--- config.mk ---
export PLATFORM = sky130hd
export DESIGN_NAME = l2_mshr
export DESIGN_NICKNAME = d
export VERILOG_FILES = /design/src/rtl/mshr_coh_pkg.sv /design/src/rtl/mshr_buf_pkg.sv /design/src/rtl/mshr_entry_array.sv /design/src/rtl/mshr_search.sv /design/src/rtl/mshr_stall_flags.sv /design/src/rtl/l2_mshr.sv
export SDC_FILE = /design/constraint.sdc
export NUM_CORES = 1
export LEC_CHECK = 0
export BUFFER_PORTS_ARGS = -buffer_cell sky130_fd_sc_hd__buf_2
export CAP_MARGIN = 20
export CORE_MARGIN = 4
export CORE_UTILIZATION = 53
export DETAILED_ROUTE_END_ITERATION = 8
export HOLD_SLACK_MARGIN = 0.06
export PLACE_DENSITY = 0.81
export SETUP_SLACK_MARGIN = 0.1
export SLEW_MARGIN = 10
export SYNTH_ARGS = -nofsm -noshare
export SYNTH_HDL_FRONTEND = slang
export SYNTH_HIERARCHICAL = 1
export SYNTH_SLANG_ARGS = --single-unit
--- constraint.sdc ---
create_clock -name clk -period 2.4 [get_ports clk]
set_input_delay 0.48 -clock clk [delete_from_list [all_inputs] [get_ports clk]]
set_output_delay 0.48 -clock clk [all_outputs]
set_load 0.02 [all_outputs]
--- src/rtl/mshr_coh_pkg.sv ---
package mshr_coh_pkg;

    // transient states of an outstanding miss
    // spx_i doubles as the free-entry marker
    typedef enum logic [2:0] {
        // free slot, also the reset value
        spx_i  = 3'd0,
        // waiting for shared data
        spx_is = 3'd1,
        // waiting for owned data
        spx_im = 3'd2,
        // upgrade in flight
        spx_sm = 3'd3,
        // eviction in flight
        spx_ii = 3'd4
    } unstable_state_t;

    // forwarded message kinds seen on the forward channel
    typedef enum logic [1:0] {
        // invalidate request from the home node
        fwd_inv   = 2'd0,
        // shared read forwarded from another requestor
        fwd_req_s = 2'd1,
        // ownership transfer forwarded from another requestor
        fwd_req_o = 2'd2
    } fwd_msg_t;

    // an invalidate that hits a line still in spx_is needs no stall
    // the incoming data is simply dropped once it lands
    // every other hit holds the forward until the miss retires

endpackage

--- src/rtl/mshr_buf_pkg.sv ---
package mshr_buf_pkg;

    // address field widths
    localparam int tag_bits      = 12;
    localparam int set_bits      = 8;
    localparam int word_off_bits = 2;
    localparam int byte_off_bits = 2;

    // line geometry
    localparam int words_per_line = 4;
    localparam int word_bits      = 32;

    // widest entry index carried in the flag command
    localparam int idx_max_bits = 8;

    typedef logic [tag_bits+set_bits+word_off_bits+byte_off_bits-1:0] addr_t;

    // msb first, tag down to byte offset
    typedef struct packed {
        logic [tag_bits-1:0]      tag;
        logic [set_bits-1:0]      set;
        logic [word_off_bits-1:0] w_off;
        logic [byte_off_bits-1:0] b_off;
    } addr_fields_t;

    // same request word, raw or split into fields
    typedef union packed {
        addr_t        raw;
        addr_fields_t fields;
    } mshr_addr_u;

    typedef logic [words_per_line*word_bits-1:0] line_t;
    typedef logic [words_per_line-1:0]           word_mask_t;

    // one outstanding miss
    typedef struct packed {
        mshr_coh_pkg::unstable_state_t state;
        logic [tag_bits-1:0]           tag;
        logic [set_bits-1:0]           set;
        logic [word_off_bits-1:0]      w_off;
        logic [byte_off_bits-1:0]      b_off;
        line_t                         line;
        word_mask_t                    word_mask;
    } mshr_entry_t;

    // one command per cycle from the cache FSM
    typedef enum logic [1:0] {
        op_idle,
        op_lookup,
        op_peek_req,
        op_peek_fwd
    } mshr_op_t;

    // write strobes plus the values they carry
    typedef struct packed {
        logic                          add;
        logic                          upd_state;
        logic                          upd_line;
        logic                          upd_tag;
        logic                          upd_word_mask;
        mshr_coh_pkg::unstable_state_t state;
        logic [tag_bits-1:0]           tag;
        line_t                         line;
        word_mask_t                    word_mask;
    } mshr_upd_t;

    // set/clear pulses from the search to the sticky flags
    typedef struct packed {
        logic                    set_conflict_set;
        logic                    set_conflict_clr;
        logic                    fwd_stall_set;
        logic                    fwd_stall_clr;
        logic [idx_max_bits-1:0] stall_entry;
    } flag_cmd_t;

endpackage

--- src/rtl/mshr_entry_array.sv ---
`timescale 1ns/10ps

module mshr_entry_array #(
    parameter int n_entries = 4
) (
    input  logic                        clk,
    input  logic                        rst,
    input  mshr_buf_pkg::mshr_upd_t     upd,
    input  mshr_buf_pkg::mshr_addr_u    req_addr,
    input  logic [$clog2(n_entries)-1:0] mshr_i,
    output mshr_buf_pkg::mshr_entry_t   entries [n_entries]
);

    import mshr_coh_pkg::*;
    import mshr_buf_pkg::*;

    localparam int idx_bits = $clog2(n_entries);

    for (genvar i = 0; i < n_entries; i++) begin : g_entry
        logic                     sel;
        unstable_state_t          state_q;
        logic [tag_bits-1:0]      tag_q;
        logic [set_bits-1:0]      set_q;
        logic [word_off_bits-1:0] w_off_q;
        logic [byte_off_bits-1:0] b_off_q;
        line_t                    line_q;
        word_mask_t               word_mask_q;

        // writes only land on the slot picked by the last op
        assign sel = (mshr_i == idx_bits'(i));

        // address part, written on add only
        always_ff @(posedge clk or negedge rst) begin
            if (!rst) begin
                set_q   <= '0;
                w_off_q <= '0;
                b_off_q <= '0;
            end else if (upd.add && sel) begin
                set_q   <= req_addr.fields.set;
                w_off_q <= req_addr.fields.w_off;
                b_off_q <= req_addr.fields.b_off;
            end
        end

        // state
        always_ff @(posedge clk or negedge rst) begin
            if (!rst) begin
                state_q <= spx_i;
            end else if ((upd.add || upd.upd_state) && sel) begin
                state_q <= upd.state;
            end
        end

        // line data
        always_ff @(posedge clk or negedge rst) begin
            if (!rst) begin
                line_q <= '0;
            end else if ((upd.add || upd.upd_line) && sel) begin
                line_q <= upd.line;
            end
        end

        // tag, from the update value and not from req_addr
        always_ff @(posedge clk or negedge rst) begin
            if (!rst) begin
                tag_q <= '0;
            end else if ((upd.add || upd.upd_tag) && sel) begin
                tag_q <= upd.tag;
            end
        end

        // word mask
        always_ff @(posedge clk or negedge rst) begin
            if (!rst) begin
                word_mask_q <= '0;
            end else if ((upd.add || upd.upd_word_mask) && sel) begin
                word_mask_q <= upd.word_mask;
            end
        end

        // pack the field groups back into one record
        assign entries[i] = '{
            state:     state_q,
            tag:       tag_q,
            set:       set_q,
            w_off:     w_off_q,
            b_off:     b_off_q,
            line:      line_q,
            word_mask: word_mask_q
        };
    end

endmodule

--- src/rtl/mshr_search.sv ---
`timescale 1ns/10ps

module mshr_search #(
    parameter int n_entries = 4
) (
    input  logic                         clk,
    input  logic                         rst,
    input  mshr_buf_pkg::mshr_op_t       op,
    input  mshr_buf_pkg::mshr_addr_u     req_addr,
    input  mshr_coh_pkg::fwd_msg_t       fwd_msg,
    input  mshr_buf_pkg::mshr_entry_t    entries [n_entries],
    output logic [$clog2(n_entries)-1:0] mshr_i,
    output logic                         mshr_hit,
    output mshr_buf_pkg::flag_cmd_t      flag_cmd
);

    import mshr_coh_pkg::*;
    import mshr_buf_pkg::*;

    localparam int idx_bits = $clog2(n_entries);

    logic [idx_bits-1:0] i_next;
    logic                hit_next;
    unstable_state_t     hit_state;
    logic                fwd_override;

    always_comb begin
        i_next       = '0;
        hit_next     = 1'b0;
        hit_state    = spx_i;
        fwd_override = 1'b0;
        flag_cmd     = '0;

        // ascending scan, so the highest qualifying index wins
        case (op)
            op_lookup: begin
                for (int i = 0; i < n_entries; i++) begin
                    if (entries[i].state != spx_i &&
                        entries[i].tag == req_addr.fields.tag &&
                        entries[i].set == req_addr.fields.set) begin
                        hit_next = 1'b1;
                        i_next   = idx_bits'(i);
                    end
                end
            end
            op_peek_req: begin
                // default to clear, any live entry on the same set overrides
                flag_cmd.set_conflict_clr = 1'b1;
                for (int i = 0; i < n_entries; i++) begin
                    // free slot, index 0 stays if none
                    if (entries[i].state == spx_i) begin
                        i_next = idx_bits'(i);
                    end
                    if (entries[i].state != spx_i &&
                        entries[i].set == req_addr.fields.set) begin
                        flag_cmd.set_conflict_set = 1'b1;
                        flag_cmd.set_conflict_clr = 1'b0;
                    end
                end
            end
            op_peek_fwd: begin
                for (int i = 0; i < n_entries; i++) begin
                    if (entries[i].state != spx_i &&
                        entries[i].tag == req_addr.fields.tag &&
                        entries[i].set == req_addr.fields.set) begin
                        hit_next  = 1'b1;
                        i_next    = idx_bits'(i);
                        hit_state = entries[i].state;
                    end
                end
                // inv racing our own shared fill goes straight through
                fwd_override = (fwd_msg == fwd_inv) && (hit_state == spx_is);
                if (hit_next && !fwd_override) begin
                    flag_cmd.fwd_stall_set = 1'b1;
                    flag_cmd.stall_entry   = idx_max_bits'(i_next);
                end else begin
                    flag_cmd.fwd_stall_clr = 1'b1;
                end
            end
            default: begin
                // idle, nothing to search
                hit_next = 1'b0;
            end
        endcase
    end

    // result of the op, visible the cycle after
    always_ff @(posedge clk or negedge rst) begin
        if (!rst) begin
            mshr_i   <= '0;
            mshr_hit <= 1'b0;
        end else if (op != op_idle) begin
            mshr_i   <= i_next;
            mshr_hit <= hit_next;
        end
    end

endmodule

--- src/rtl/mshr_stall_flags.sv ---
`timescale 1ns/10ps

module mshr_stall_flags #(
    parameter int n_entries = 4
) (
    input  logic                         clk,
    input  logic                         rst,
    input  mshr_buf_pkg::flag_cmd_t      flag_cmd,
    output logic                         set_conflict,
    output logic                         fwd_stall,
    output logic [$clog2(n_entries)-1:0] fwd_stall_entry
);

    import mshr_buf_pkg::*;

    localparam int idx_bits = $clog2(n_entries);

    // core holds off new cpu requests while this is up
    always_ff @(posedge clk or negedge rst) begin
        if (!rst) begin
            set_conflict <= 1'b0;
        end else if (flag_cmd.set_conflict_set) begin
            set_conflict <= 1'b1;
        end else if (flag_cmd.set_conflict_clr) begin
            set_conflict <= 1'b0;
        end
    end

    // core holds the forward channel while this is up
    always_ff @(posedge clk or negedge rst) begin
        if (!rst) begin
            fwd_stall <= 1'b0;
        end else if (flag_cmd.fwd_stall_set) begin
            fwd_stall <= 1'b1;
        end else if (flag_cmd.fwd_stall_clr) begin
            fwd_stall <= 1'b0;
        end
    end

    // entry the stalled forward waits on
    // kept across the clear so the core can still read it
    always_ff @(posedge clk or negedge rst) begin
        if (!rst) begin
            fwd_stall_entry <= '0;
        end else if (flag_cmd.fwd_stall_set) begin
            fwd_stall_entry <= flag_cmd.stall_entry[idx_bits-1:0];
        end
    end

endmodule

--- src/rtl/l2_mshr.sv ---
`timescale 1ns/10ps

module l2_mshr #(
    parameter int n_entries = 4
) (
    input  logic                         clk,
    input  logic                         rst,
    input  mshr_buf_pkg::mshr_op_t       op,
    input  mshr_buf_pkg::mshr_addr_u     req_addr,
    input  mshr_coh_pkg::fwd_msg_t       fwd_msg,
    input  mshr_buf_pkg::mshr_upd_t      upd,
    output logic                         mshr_hit,
    output logic [$clog2(n_entries)-1:0] mshr_i,
    output mshr_buf_pkg::mshr_entry_t    entry_rd,
    output logic                         set_conflict,
    output logic                         fwd_stall,
    output logic [$clog2(n_entries)-1:0] fwd_stall_entry
);

    import mshr_buf_pkg::*;

    // all entries, seen by the search and the read mux
    mshr_entry_t entries [n_entries];
    flag_cmd_t   flag_cmd;

    // storage, written at the index left by the last op
    mshr_entry_array #(
        .n_entries (n_entries)
    ) u_array (
        .clk      (clk),
        .rst      (rst),
        .upd      (upd),
        .req_addr (req_addr),
        .mshr_i   (mshr_i),
        .entries  (entries)
    );

    // op decode and parallel match
    mshr_search #(
        .n_entries (n_entries)
    ) u_search (
        .clk      (clk),
        .rst      (rst),
        .op       (op),
        .req_addr (req_addr),
        .fwd_msg  (fwd_msg),
        .entries  (entries),
        .mshr_i   (mshr_i),
        .mshr_hit (mshr_hit),
        .flag_cmd (flag_cmd)
    );

    // sticky conflict and stall flags
    mshr_stall_flags #(
        .n_entries (n_entries)
    ) u_flags (
        .clk             (clk),
        .rst             (rst),
        .flag_cmd        (flag_cmd),
        .set_conflict    (set_conflict),
        .fwd_stall       (fwd_stall),
        .fwd_stall_entry (fwd_stall_entry)
    );

    // selected entry, follows mshr_i without a register
    assign entry_rd = entries[mshr_i];

endmodule

# Yosys cells after proc, flatten, opt, wreduce, memory -nomap -nowiden
# Cells that the tools add are included.
dict set report totals {
  in_bits 182
  reg_bits 643
  word_cells 136
  output_inout_bits 166
}
dict set report classes {
  mux 34
  reduce_logical 52
  n_bitwise 1
  n_eq_ne 15
  magnitude_cmp 1
}
# cell n
set ops {}
lappend ops {{$bmux 159 s2} 1}
lappend ops {{$mux 159} 2}
lappend ops {{$eq 12x12->1} 4}
lappend ops {{$logic_and 1x1->1} 34}
lappend ops {{$eq 8x8->1} 4}
lappend ops {{$mux 2} 10}
lappend ops {{$mux 3} 5}
lappend ops {{$mux 1} 13}
lappend ops {{$reduce_bool 3->1} 4}
lappend ops {{$mux 10} 1}
lappend ops {{$logic_not 3->1} 3}
lappend ops {{$eq 2x2->1 const B} 4}
lappend ops {{$reduce_bool 2->1} 3}
lappend ops {{$eq 2x1->1 const B} 2}
lappend ops {{$logic_not 2->1} 2}
lappend ops {{$logic_or 1x1->1} 4}
lappend ops {{$pmux 2 s2} 1}
lappend ops {{$eq 3x1->1 const B} 1}
lappend ops {{$ge 3x3->1 const B} 1}
lappend ops {{$not 2->3} 1}
lappend ops {{$pmux 1 s2} 1}
lappend ops {{$reduce_or 2->1} 1}
lappend ops {{$logic_not 1->1} 1}

# Logic depth before layout (Yosys ltp)
dict set report depth {
  word_depth 16
  depth_mapped 9
  ltp_nobuf 8
}

# By module
# The synthesis kept the hierarchy.
# mod n_inst cells_per_inst area_each_um2 seq_area_each_um2
set by_module_without_submodules {}
lappend by_module_without_submodules {mshr_entry_array 1 1366 23847.9 15915.3}
lappend by_module_without_submodules {l2_mshr 1 195 3842.4 0.0}
lappend by_module_without_submodules {mshr_search 1 167 1316.3 75.1}
lappend by_module_without_submodules {mshr_stall_flags 1 10 146.4 100.1}

# Least setup slack after synthesis
# No wires, ideal clock.
dict set report synth_timing {
  kind {input -> register}
  startpoint {in req_addr[8] (netlist name)}
  endpoint {reg u_flags.fwd_stall_entry[0]}
  t_required_ps 2275
  setup_time_ps 125
  path_slack_ps -103
  t_arrival_ps 2378
  stages 8
  n_path_buf 1
  path_cell_list {buf_2 > xnor2_1 > nand4_1 > or4_4 > o2111ai_1 > a311oi_2 > nor4_1 > mux2_2}
}
# item line
set synth_lines {}
lappend synth_lines {{start: declaration} l2_mshr.sv:9} ;# input mshr_buf_pkg::mshr_addr_u req_addr,
lappend synth_lines {{end signal: assignment} mshr_stall_flags.sv:46} ;# fwd_stall_entry <= flag_cmd.stall_entry[idx_bits-1:0];
lappend synth_lines {{end: declaration} mshr_stall_flags.sv:11} ;# output logic [$clog2(n_entries)-1:0] fwd_stall_entry

==> run summary <==
outcome: complete, but fails checks
violated checks: setup timing
total CTS buffers: 68
vias in the first global route: 19334
Most Crowded Layer GR: met2
Placed Instance Area: 0.0323 mm²
Least-Margin Pin Slew: 0.628 ns
Arr. time, crit path: 2.22 ns
met3 usage: 0.0608
number of antenna-violating nets in the routed design: 0
Post-Syn Area: 0.0291 mm²
Cell Rows: 85
worst-path fanout max: 6
vias: 17118
HPWL after DPL: 46000 µm
# IOs: 348
die area: 0.0587 mm²
Die Span X: 242 µm
Crit Path Class: reg2out
Max stage delay on crit path: 0.55 ns
vias per cell: 5.80
H-Tree Depth: 3
Worst EP required: 1.92 ns
Ys Warns: 6
Reg-to-Reg End: u_flags/fwd_stall_entry[1]$_DFFE_PN0P_
Overall Global Routing Usage: 0.238
unrepaired setup endpoints after global routing: yes
WHS: 0.159 ns
initial antenna violation count: 17
largest net degree at the start of global routing: 57
post-synthesis cell count: 1731
clk sinks: 643
syn_nets: 1913
M2 GR Usage: 0.402
total wire length: 70000 µm
per-cell routed wire length: 23.7 µm
hold wc startpoint: upd[138]
clock skew: 0.0135 ns
CP dominant cell by count: buf_4
setup slack after placement: -0.281 ns
Layout Nets: 2370
type of origin of the critical path: flip-flop
design area: 0.0357 mm²
Pleak: 15.2 nW
max-slew violation count: 0
final period utilization: 1.12
met1 global-route usage: 0.304
first-pass GRT wire length: 111000 µm
Max Clk Rate: 371 MHz
DRC Markers: 0
fin worst setup slack: -0.298 ns
worst skew pair latency: 0.60 ns
Reg clk slew, reported paths: 0.06 ns
PwrDens: 1320 mW/mm²
syn avg cell area: 16.8 µm²
Slew HR: 0.577
VDD IR max: 0.000954 V
Final Hold Fails: 0
Max clock buf depth: 3
Core Region: 0.0541 mm²
drt first pass iters: 4
root buf cell: clkbuf_16
final cell count without fillers: 2949
Initial Utilization: 0.538
WHS Endpoint: u_array/g_entry[3].tag_q[6]$_DFFE_PN0P_
Final Util: 0.660
share of cells above drive strength 1: 0.636
CP endpoint kind: output port
Detailed Route Iter0 Violations: 814
hold crit path type: in2reg
Setup Viol. Count Final: 162
RR Startpoint: u_array/g_entry[2].tag_q[5]$_DFFE_PN0P_
Die Ht: 242 µm
Tmin final: 2.70 ns
Placed Cells: 2777
clock tree from TritonCTS: done
total congestion overflow: 0
max-cap viol count: 0
hold depth: 2
gpl congestion: 0.880
CP Cell Sequence: buf_4 > buf_12 > clkbuf_16 > mux4_2 > buf_4
Critical Path Slowest Stage Cell: dfrtp_4
R2R Setup Slk: -0.12 ns
IO buf count: 347
area growth from synthesis to layout: 22.8%
R2R depth: 8
-- flip-flops by register name (all words and copies together), names as in the netlist --
register                     flops
u_array/g_entry.tag_q           48
u_flags/set_conflict             1
u_search/mshr_i                  2
u_array/g_entry.b_off_q          8
u_flags/fwd_stall_entry          2
u_array/g_entry.word_mask_q     16
u_flags/fwd_stall                1
u_array/g_entry.line_q         512
u_search/mshr_hit                1
u_array/g_entry.state_q         12
u_array/g_entry.set_q           32
u_array/g_entry.w_off_q          8
-- layout make-up --
| type | count | area (µm²) |
|---|---|---|
| clock inverter | 29 | 342 |
| timing repair buffer | 492 | 4200 |
| sequential | 643 | 16100 |
| fill | 3587 | 18400 |
| multi-input combinational | 980 | 12200 |
| antenna | 14 | 35.0 |
| clock buffer | 92 | 1950 |
| inverter | 3 | 11.3 |
| tap | 696 | 871 |
-- layout by cell type, fill, tap and decap left out, drive strengths merged, types with 2 or more instances in the layout --
cell,count
xor2,44
xnor2,36
and2,2
bufinv,6
a211oi,2
mux4,159
o21ai,7
diode,14
nor2,23
nand3b,3
dfrtp,643
and3,3
mux2,638
nand3,4
clkbuf,96
nor3,9
a311oi,2
nor2b,2
clkinvlp,5
clkinv,16
buf,487
nand2,5
nor4,13
inv,5
nor3b,2
nand4,8
a21o,4
nand2b,2
-- routing by layer --
metal / wire length [µm] / vias to the layer above
met5: 121 / -
met4: 1790 / 18
met3: 4350 / 127
met2: 35500 / 460
met1: 28200 / 9104
li1: - / 7409
-- repair_timing --
item,4_1_cts,5_1_grt
setup buffers,21,10
pin swaps,1,3
gates resized for setup,131,75
hold buffers,1,0
endpoints found under the hold margin,40,0
gates cloned,5,3
setup endpoints to repair,163,248
-- worst max-delay path, delay by kind of cell (launching register included) --
family / cells / cell delay, ns
flops: 1 / 0.55
buf+inv: 4 / 0.65
mux: 1 / 0.42
-- worst max path at each step --
| stage | to | slack (ns) | start |
|---|---|---|---|
| after floorplan | u_flags/fwd_stall_entry[0]$_DFFE_PN0P_ | 0.08 | req_addr[8] |
| after global placement | u_flags/fwd_stall_entry[1]$_DFFE_PN0P_ | -0.17 | req_addr[11] |
| after detailed placement | u_flags/fwd_stall_entry[0]$_DFFE_PN0P_ | -0.28 | req_addr[11] |
| after CTS | entry_rd[47] | -0.36 | u_search/mshr_i[0]$_DFFE_PN0P_ |
| after global routing | entry_rd[39] | -0.36 | u_search/mshr_i[0]$_DFFE_PN0P_ |
| final | entry_rd[86] | -0.30 | u_search/mshr_i[0]$_DFFE_PN0P_ |
-- per-stage QoR --
step           TNS, ns  power, mW
2_1_floorplan        0       29.5
3_3_place_gp    -0.511       33.9
3_5_place_dp    -0.733       34.9
4_1_cts         -44.78       46.8
5_1_grt         -47.58       49.5
6_report        -36.81       47.0
-- where the power goes --
part           switching (mW)  internal (mW)  total, mW
Sequential               2.89           15.8       18.7
Clock                    4.31           6.36       10.7
Combinational            7.62           10.0       17.6
No activity file was read; power rests on OpenSTA's default activity.
